$ cat config.mk
export PLATFORM = sky130hd
export DESIGN_NAME = mem_arbiter_flat
export DESIGN_NICKNAME = d
export VERILOG_FILES = /design/src/cache_pkg.sv /design/src/mem_bus_if.sv /design/src/mem_arbiter.sv /design/src/flat_wrapper.sv
export SDC_FILE = /design/constraint.sdc
export NUM_CORES = 1
export LEC_CHECK = 0
export BUFFER_PORTS_ARGS = -buffer_cell sky130_fd_sc_hd__buf_2
export CAP_MARGIN = 10
export CORE_MARGIN = 10
export CORE_UTILIZATION = 28
export DETAILED_ROUTE_END_ITERATION = 8
export MAX_ROUTING_LAYER = met4
export PLACE_DENSITY = 0.81
export SYNTH_ARGS = -nofsm -noshare
export SYNTH_HDL_FRONTEND = slang
export SYNTH_SLANG_ARGS = --single-unit
$ cat constraint.sdc
create_clock -name clk -period 1.35 [get_ports clk]
set_input_delay 0.135 -clock clk [delete_from_list [all_inputs] [get_ports clk]]
set_output_delay 0.135 -clock clk [all_outputs]
set_load 0.05 [all_outputs]
$ cat src/cache_pkg.sv
/*
 * Cache front end package
 * Address and data word types, line geometry and arbiter owner encoding
 * shared by both caches, the memory arbiter and the top level
 */
package cache_pkg;

    // Line geometry
    localparam int num_lines   = 64;
    localparam int line_words  = 8;
    localparam int offset_bits = $clog2(line_words);
    localparam int index_bits  = $clog2(num_lines);
    // What is left of the 19-bit word address
    localparam int tag_bits    = 19 - index_bits - offset_bits;

    // Word address, bits 19 down to 1 of the byte address
    typedef logic [19:1] word_addr_t;
    typedef logic [15:0] word_t;

    // Address fields, tag above index above offset
    typedef logic [index_bits-1:0]  index_t;
    typedef logic [tag_bits-1:0]    tag_t;
    typedef logic [offset_bits-1:0] offset_t;

    // Current owner of the external memory port
    typedef enum logic [1:0] {
        client_none,
        client_inst,
        client_data
    } client_t;

endpackage
$ cat src/mem_bus_if.sv
/*
 * Cache to arbiter memory request bus
 * One word per ack, bursts keep access high and step the address
 */
`timescale 1ns/10ps

interface mem_bus_if;

    // Request side, held stable until ack
    cache_pkg::word_addr_t addr;
    cache_pkg::word_t      wdata;
    logic                  write;
    logic                  access;

    // Response side, one ack pulse per word
    cache_pkg::word_t      rdata;
    logic                  ack;

    modport cache (output addr, wdata, write, access, input rdata, ack);

    modport arbiter (input addr, wdata, write, access, output rdata, ack);

endinterface

$ cat src/mem_arbiter.sv
/*
 * Memory arbiter
 * Round robin between the instruction and data caches; the winner keeps
 * the external port for its whole burst or write
 */
`timescale 1ns/10ps

module mem_arbiter (
    input  logic                  clk,
    input  logic                  reset,
    mem_bus_if.arbiter            inst,
    mem_bus_if.arbiter            data,
    output cache_pkg::word_addr_t m_addr,
    output cache_pkg::word_t      m_wdata,
    output logic                  m_write,
    output logic                  m_access,
    input  cache_pkg::word_t      m_rdata,
    input  logic                  m_ack
);

    cache_pkg::client_t owner;
    // High when the data cache had the last grant
    logic               last_data;

    always_ff @(posedge clk or posedge reset) begin
        if (reset) begin
            owner     <= cache_pkg::client_none;
            last_data <= 1'b0;
        end else begin
            case (owner)
                cache_pkg::client_none: begin
                    // On a tie the side not served last wins
                    if (inst.access && (!data.access || last_data)) begin
                        owner     <= cache_pkg::client_inst;
                        last_data <= 1'b0;
                    end else if (data.access) begin
                        owner     <= cache_pkg::client_data;
                        last_data <= 1'b1;
                    end
                end
                cache_pkg::client_inst: if (!inst.access) owner <= cache_pkg::client_none;
                cache_pkg::client_data: if (!data.access) owner <= cache_pkg::client_none;
                default: owner <= cache_pkg::client_none;
            endcase
        end
    end

    // Request and response paths are pure muxes, no added cycle
    always_comb begin
        m_addr     = '0;
        m_wdata    = '0;
        m_write    = 1'b0;
        m_access   = 1'b0;
        inst.rdata = '0;
        inst.ack   = 1'b0;
        data.rdata = '0;
        data.ack   = 1'b0;
        case (owner)
            cache_pkg::client_inst: begin
                m_addr     = inst.addr;
                m_wdata    = inst.wdata;
                m_write    = inst.write;
                m_access   = inst.access;
                inst.rdata = m_rdata;
                inst.ack   = m_ack;
            end
            cache_pkg::client_data: begin
                m_addr     = data.addr;
                m_wdata    = data.wdata;
                m_write    = data.write;
                m_access   = data.access;
                data.rdata = m_rdata;
                data.ack   = m_ack;
            end
            default: ;
        endcase
    end

    // Each memory ack lands on exactly one cache, the owner
    a_ack_to_owner: assert property (@(posedge clk) disable iff (reset)
        m_ack |-> owner != cache_pkg::client_none && (inst.ack != data.ack));

endmodule

$ cat src/flat_wrapper.sv
// flat-port wrapper written by rule: the top's interface ports become plain ports
module mem_arbiter_flat 
  (clk, reset, m_addr, m_wdata, m_write, m_access, m_rdata, m_ack, inst_addr, inst_wdata, inst_write, inst_access, inst_rdata, inst_ack, data_addr, data_wdata, data_write, data_access, data_rdata, data_ack);
  mem_bus_if inst_i ();
  mem_bus_if data_i ();
  input  logic clk;
  input  logic reset;
  output cache_pkg::word_addr_t m_addr;
  output cache_pkg::word_t m_wdata;
  output logic m_write;
  output logic m_access;
  input  cache_pkg::word_t m_rdata;
  input  logic m_ack;
  input wire logic [$bits(inst_i.addr)-1:0] inst_addr;
  input wire logic [$bits(inst_i.wdata)-1:0] inst_wdata;
  input wire logic [$bits(inst_i.write)-1:0] inst_write;
  input wire logic [$bits(inst_i.access)-1:0] inst_access;
  output wire logic [$bits(inst_i.rdata)-1:0] inst_rdata;
  output wire logic [$bits(inst_i.ack)-1:0] inst_ack;
  input wire logic [$bits(data_i.addr)-1:0] data_addr;
  input wire logic [$bits(data_i.wdata)-1:0] data_wdata;
  input wire logic [$bits(data_i.write)-1:0] data_write;
  input wire logic [$bits(data_i.access)-1:0] data_access;
  output wire logic [$bits(data_i.rdata)-1:0] data_rdata;
  output wire logic [$bits(data_i.ack)-1:0] data_ack;
  assign inst_i.addr = inst_addr;
  assign inst_i.wdata = inst_wdata;
  assign inst_i.write = inst_write;
  assign inst_i.access = inst_access;
  assign inst_rdata = inst_i.rdata;
  assign inst_ack = inst_i.ack;
  assign data_i.addr = data_addr;
  assign data_i.wdata = data_wdata;
  assign data_i.write = data_write;
  assign data_i.access = data_access;
  assign data_rdata = data_i.rdata;
  assign data_ack = data_i.ack;
  mem_arbiter u_core (.clk(clk), .reset(reset), .inst(inst_i), .data(data_i), .m_addr(m_addr), .m_wdata(m_wdata), .m_write(m_write), .m_access(m_access), .m_rdata(m_rdata), .m_ack(m_ack));
endmodule
==> tab_implementation.tex <==
\begin{tabular}{lr}
\hline
Metric & Value \\
\hline
\multicolumn{2}{l}{\textbf{Power and ir drop}} \\
Switching share of power & a little over half \\
Part of the total power dissipated in the clock network & 2.5\% \\
Leak Pwr & approximately 1.5 nW \\
Total net switching power & $\sim$4.3 mW \\
Internal Pwr Total & 3.78 mW \\
Ratio of total power to cell area & 2500 mW/mm² \\
Worst supply voltage drop on vdd & around 1.5 mV \\
Sequential fraction of design power & 2.3\% \\
Power share of the combinational group & 95.2\% \\
Pwr Total & between 8 and 9 mW \\
\multicolumn{2}{l}{\textbf{Drt}} \\
Final routed wire length divided by cell count & approximately 27 µm \\
Routed wire length & 9690 µm \\
Count of routing violations after the opening detailed-route iteration & roughly 110 \\
Average via count per standard cell & approximately 5.6 \\
Number of iterations in the first detailed-routing pass & 4 \\
Vias after detailed routing & 2015 \\
Post-DRT Antenna Nets & 0 \\
Residual DRC count & 0 \\
\multicolumn{2}{l}{\textbf{Global routing}} \\
Met1 Resource Use GR & 20.8\% \\
Overall global routing resource usage & about a quarter \\
Via count of the first global-routing pass & 2186 \\
Global-route wire length before repair & about 12000 µm \\
Leftover overflow at the end of global routing & 0 \\
Gr busiest metal & met2 \\
M2 GR Usage & around 43\% \\
Number of antenna violations at the first check in global routing & 1 \\
Pin count of the biggest net entering global routing & 24 \\
Global routing met3 resource utilization & around an eighth \\
\multicolumn{2}{l}{\textbf{Clock network}} \\
Maximum buffer depth of the clock tree & 2 \\
Number of clock sinks & 3 \\
Clock root buffer master & sky130\_fd\_sc\_hd\_\_clkbuf\_4 \\
Clock tree from TritonCTS & built \\
TritonCTS Buffers & 3 \\
Source-to-sink clock delay at the later pin of the worst-skew pair & approximately 0.28 ns \\
Clock-pin slew on the worst setup and hold paths & 0.05 ns \\
CTS H-tree depth & 1 \\
\multicolumn{2}{l}{\textbf{Setup path}} \\
Critical path arrival & roughly 1.7 ns \\
Launching element type of the critical path & register \\
R2R Path End & u\_core.owner[0] \\
Data required time of the critical path & 1.22 ns \\
Crit path max fanout & 12 \\
Reg-to-reg critical path startpoint & u\_core.owner[1] \\
Type of destination of the critical path & output pin \\
Internal reg-to-reg setup slack & -0.25 ns \\
Launching element of the worst setup path & u\_core.owner[1] \\
R2R depth & 7 \\
Worst Setup Path Type & register to output pin \\
\multicolumn{2}{l}{\textbf{Hold path}} \\
Worst Hold Endpoint & u\_core.last\_data \\
HP Start & data\_access \\
Worst min-delay path category & primary input to register \\
Worst Hold Depth & 3 \\
\multicolumn{2}{l}{\textbf{Yosys}} \\
Cells after Synth & roughly 140 \\
Number of distinct library cell variants in the gate-level netlist after synthesis & 17 \\
Post-synthesis net count & 240 \\
Synthesized flop and latch total & 3 \\
Total standard cell area after synthesis & around 0.001 mm² \\
Share of synthesized area occupied by flip-flops and latches & $\sim$7.5\% \\
Number of warnings issued by yosys & 0 \\
Mean instance size in the synthesized netlist & between 6 and 7 µm² \\
\multicolumn{2}{l}{\textbf{Place}} \\
DP Wirelength & between 5000 and 6000 µm \\
RePlAce Congestion & between 0.7 and 0.8 \\
Input/output buffers & approximately 160 \\
\multicolumn{2}{l}{\textbf{Timing}} \\
Least-Margin Pin Slew & approximately 0.32 ns \\
Final setup violating endpoints & between 70 and 80 \\
Final period util & 138\% \\
Max-slew violation count & 0 \\
Post-route setup slack & -0.516 ns \\
Max-slew headroom & between 70 and 80\% \\
Achievable frequency & between 500 and 600 MHz \\
Clock Skew & $\sim$0.012 ns \\
Unrepaired setup endpoints after global routing & true \\
WHS & $\sim$0.25 ns \\
Number of hold violations in the final report & 0 \\
Final Critical Period & 1.87 ns \\
\multicolumn{2}{l}{\textbf{Finish}} \\
Number of filler cells placed in the layout & 93 \\
Layout cell share with drive strength beyond 1 & roughly 94\% \\
Multi-input combinational cell area & 0.00137 mm² \\
Total area of sequential cells & between 70 and 80 µm² \\
Growth of design area from synthesis to finish & 221\% \\
Final net count & 413 \\
Final cell utilization of the core & about 95\% \\
\multicolumn{2}{l}{\textbf{Die}} \\
Die area & $\sim$0.0064 mm² \\
Horizontal die dimension & about 80 µm \\
Area of the core & 0.00339 mm² \\
Boundary Pins & about 160 \\
Count of standard-cell rows & 21 \\
Die outline height & 79.8 µm \\
Starting Density & $\sim$30\% \\
\multicolumn{2}{l}{\textbf{Job}} \\
Max-cap violation count & 0 \\
\multicolumn{2}{l}{\textbf{Outcome}} \\
Result of the run & finished, violations left \\
Violated checks & negative setup slack \\
\hline
\end{tabular}
## timing repair
action / CTS / global route
setup buffers: 5 / 0
pin swaps: 6 / 4
endpoints found under the hold margin: 3 / 0
gates resized for setup: 174 / 42
hold buffers: 1 / 0
endpoints found under the setup margin: 73 / 73
gates cloned: 2 / 2
## power by group through the flow
stage / sequential, mW / combinational (mW) / clock (mW)
final: 0.185 / 7.66 / 0.200
after global routing: 0.190 / 7.90 / 0.205
after CTS: 0.173 / 6.99 / 0.172
after detailed placement: 0.166 / 5.64 / 0
after global placement: 0.164 / 5.59 / 0
after floorplan: 0.157 / 4.42 / 0
## layout by cell type (no fill, tap or decap)
| cell | Yosys | layout |
|---|---|---|
| sky130_fd_sc_hd__buf_8 | 0 | 25 |
| sky130_fd_sc_hd__buf_4 | 2 | 9 |
| sky130_fd_sc_hd__clkbuf_16 | 0 | 2 |
| sky130_fd_sc_hd__dlygate4sd3_1 | 0 | 1 |
| sky130_fd_sc_hd__clkbuf_4 | 0 | 3 |
| sky130_fd_sc_hd__ha_4 | 0 | 3 |
| sky130_fd_sc_hd__buf_6 | 1 | 45 |
| sky130_fd_sc_hd__a22o_1 | 2 | 2 |
| sky130_fd_sc_hd__o21ai_1 | 2 | 2 |
| sky130_fd_sc_hd__and2_2 | 0 | 13 |
| sky130_fd_sc_hd__diode_2 | 0 | 1 |
| sky130_fd_sc_hd__buf_2 | 7 | 92 |
| sky130_fd_sc_hd__a22oi_1 | 36 | 3 |
| sky130_fd_sc_hd__and2_4 | 0 | 21 |
| sky130_fd_sc_hd__inv_1 | 5 | 3 |
| sky130_fd_sc_hd__nand2_1 | 3 | 3 |
| sky130_fd_sc_hd__dfrtp_1 | 3 | 2 |
| sky130_fd_sc_hd__and2b_4 | 0 | 1 |
| sky130_fd_sc_hd__dfrtp_2 | 0 | 1 |
| sky130_fd_sc_hd__clkbuf_1 | 5 | 1 |
| sky130_fd_sc_hd__a22oi_4 | 1 | 1 |
| sky130_fd_sc_hd__inv_2 | 0 | 2 |
| sky130_fd_sc_hd__nor2b_4 | 0 | 36 |
| sky130_fd_sc_hd__o21ai_0 | 1 | 1 |
| sky130_fd_sc_hd__buf_12 | 0 | 7 |
| sky130_fd_sc_hd__buf_16 | 0 | 2 |
| sky130_fd_sc_hd__a22oi_2 | 0 | 33 |
| sky130_fd_sc_hd__a21oi_1 | 2 | 2 |
## sequential cells by signal, indices dropped and copies added, names as in the netlist
| name | count |
|---|---|
| u_core.owner | 2 |
| u_core.last_data | 1 |
## worst max-delay path, cell delays in order, from the launching register on
cell and delay, ns:
sky130_fd_sc_hd__dfrtp_1 0.41, sky130_fd_sc_hd__buf_4 0.16, sky130_fd_sc_hd__ha_4 0.19, sky130_fd_sc_hd__buf_12 0.16, sky130_fd_sc_hd__a22oi_1 0.27, sky130_fd_sc_hd__nor2b_4 0.06, sky130_fd_sc_hd__buf_4 0.20
## final cells by class
cell class                 count  area share (%)
sequential                     3            2.37
clock buffer                   4           0.816
multi-input combinational    121            42.6
tap                           46            1.79
inverter                       5           0.583
timing repair buffer         183            51.7
antenna                        1          0.0777
## layer usage
metal	vias to the layer above	routed length (µm)
met5	-	0
met4	0	542
met3	43	1130
met2	163	5000
met1	959	3020
li1	850	-
## logic make-up (layout without fill, tap and decap cells)
kind of cell / Yosys count / after routing / synth area share, %
compound gates: 44 / 44 / 33.3
buf+inv: 20 / 192 / 9.86
fa+ha+maj: 3 / 3 / 3.75
simple gates: 74 / 74 / 45.6
flops: 3 / 3 / 7.49
other cells: 0 / 1 / 0
## cells in the mapped netlist (all sizes together)
cell	instances	share of area, %
inv	5	1.9
and2b	1	0.75
clkbuf	5	1.9
nor2b	36	22
a22oi	37	29
nand2	3	1.1
a21oi	2	1.0
o21ai	3	1.5
buf	10	6.1
a22o	2	1.7
and2	34	21
ha	3	3.7
dfrtp	3	7.5
## worst max-delay path by stage
stage / slack, ns / endpoint
after global placement: -0.22 / m_access
after detailed placement: -0.23 / m_addr[14]
after global routing: -0.56 / m_addr[2]
after floorplan: -0.11 / m_addr[0]
after CTS: -0.40 / m_addr[9]
final: -0.52 / m_addr[2]
## stage by stage
step,setup WS (ns),cells,instance area [µm²],setup TNS (ns)
finish,-0.516,363,3220,-30.40
global route,-0.562,363,3220,-32.71
CTS,-0.404,360,3010,-23.52
floorplan,-0.105,144,1360,-3.77
detailed placement,-0.232,348,2280,-12.33
global placement,-0.222,348,2280,-10.83
(Power assumes the default switching activity.)
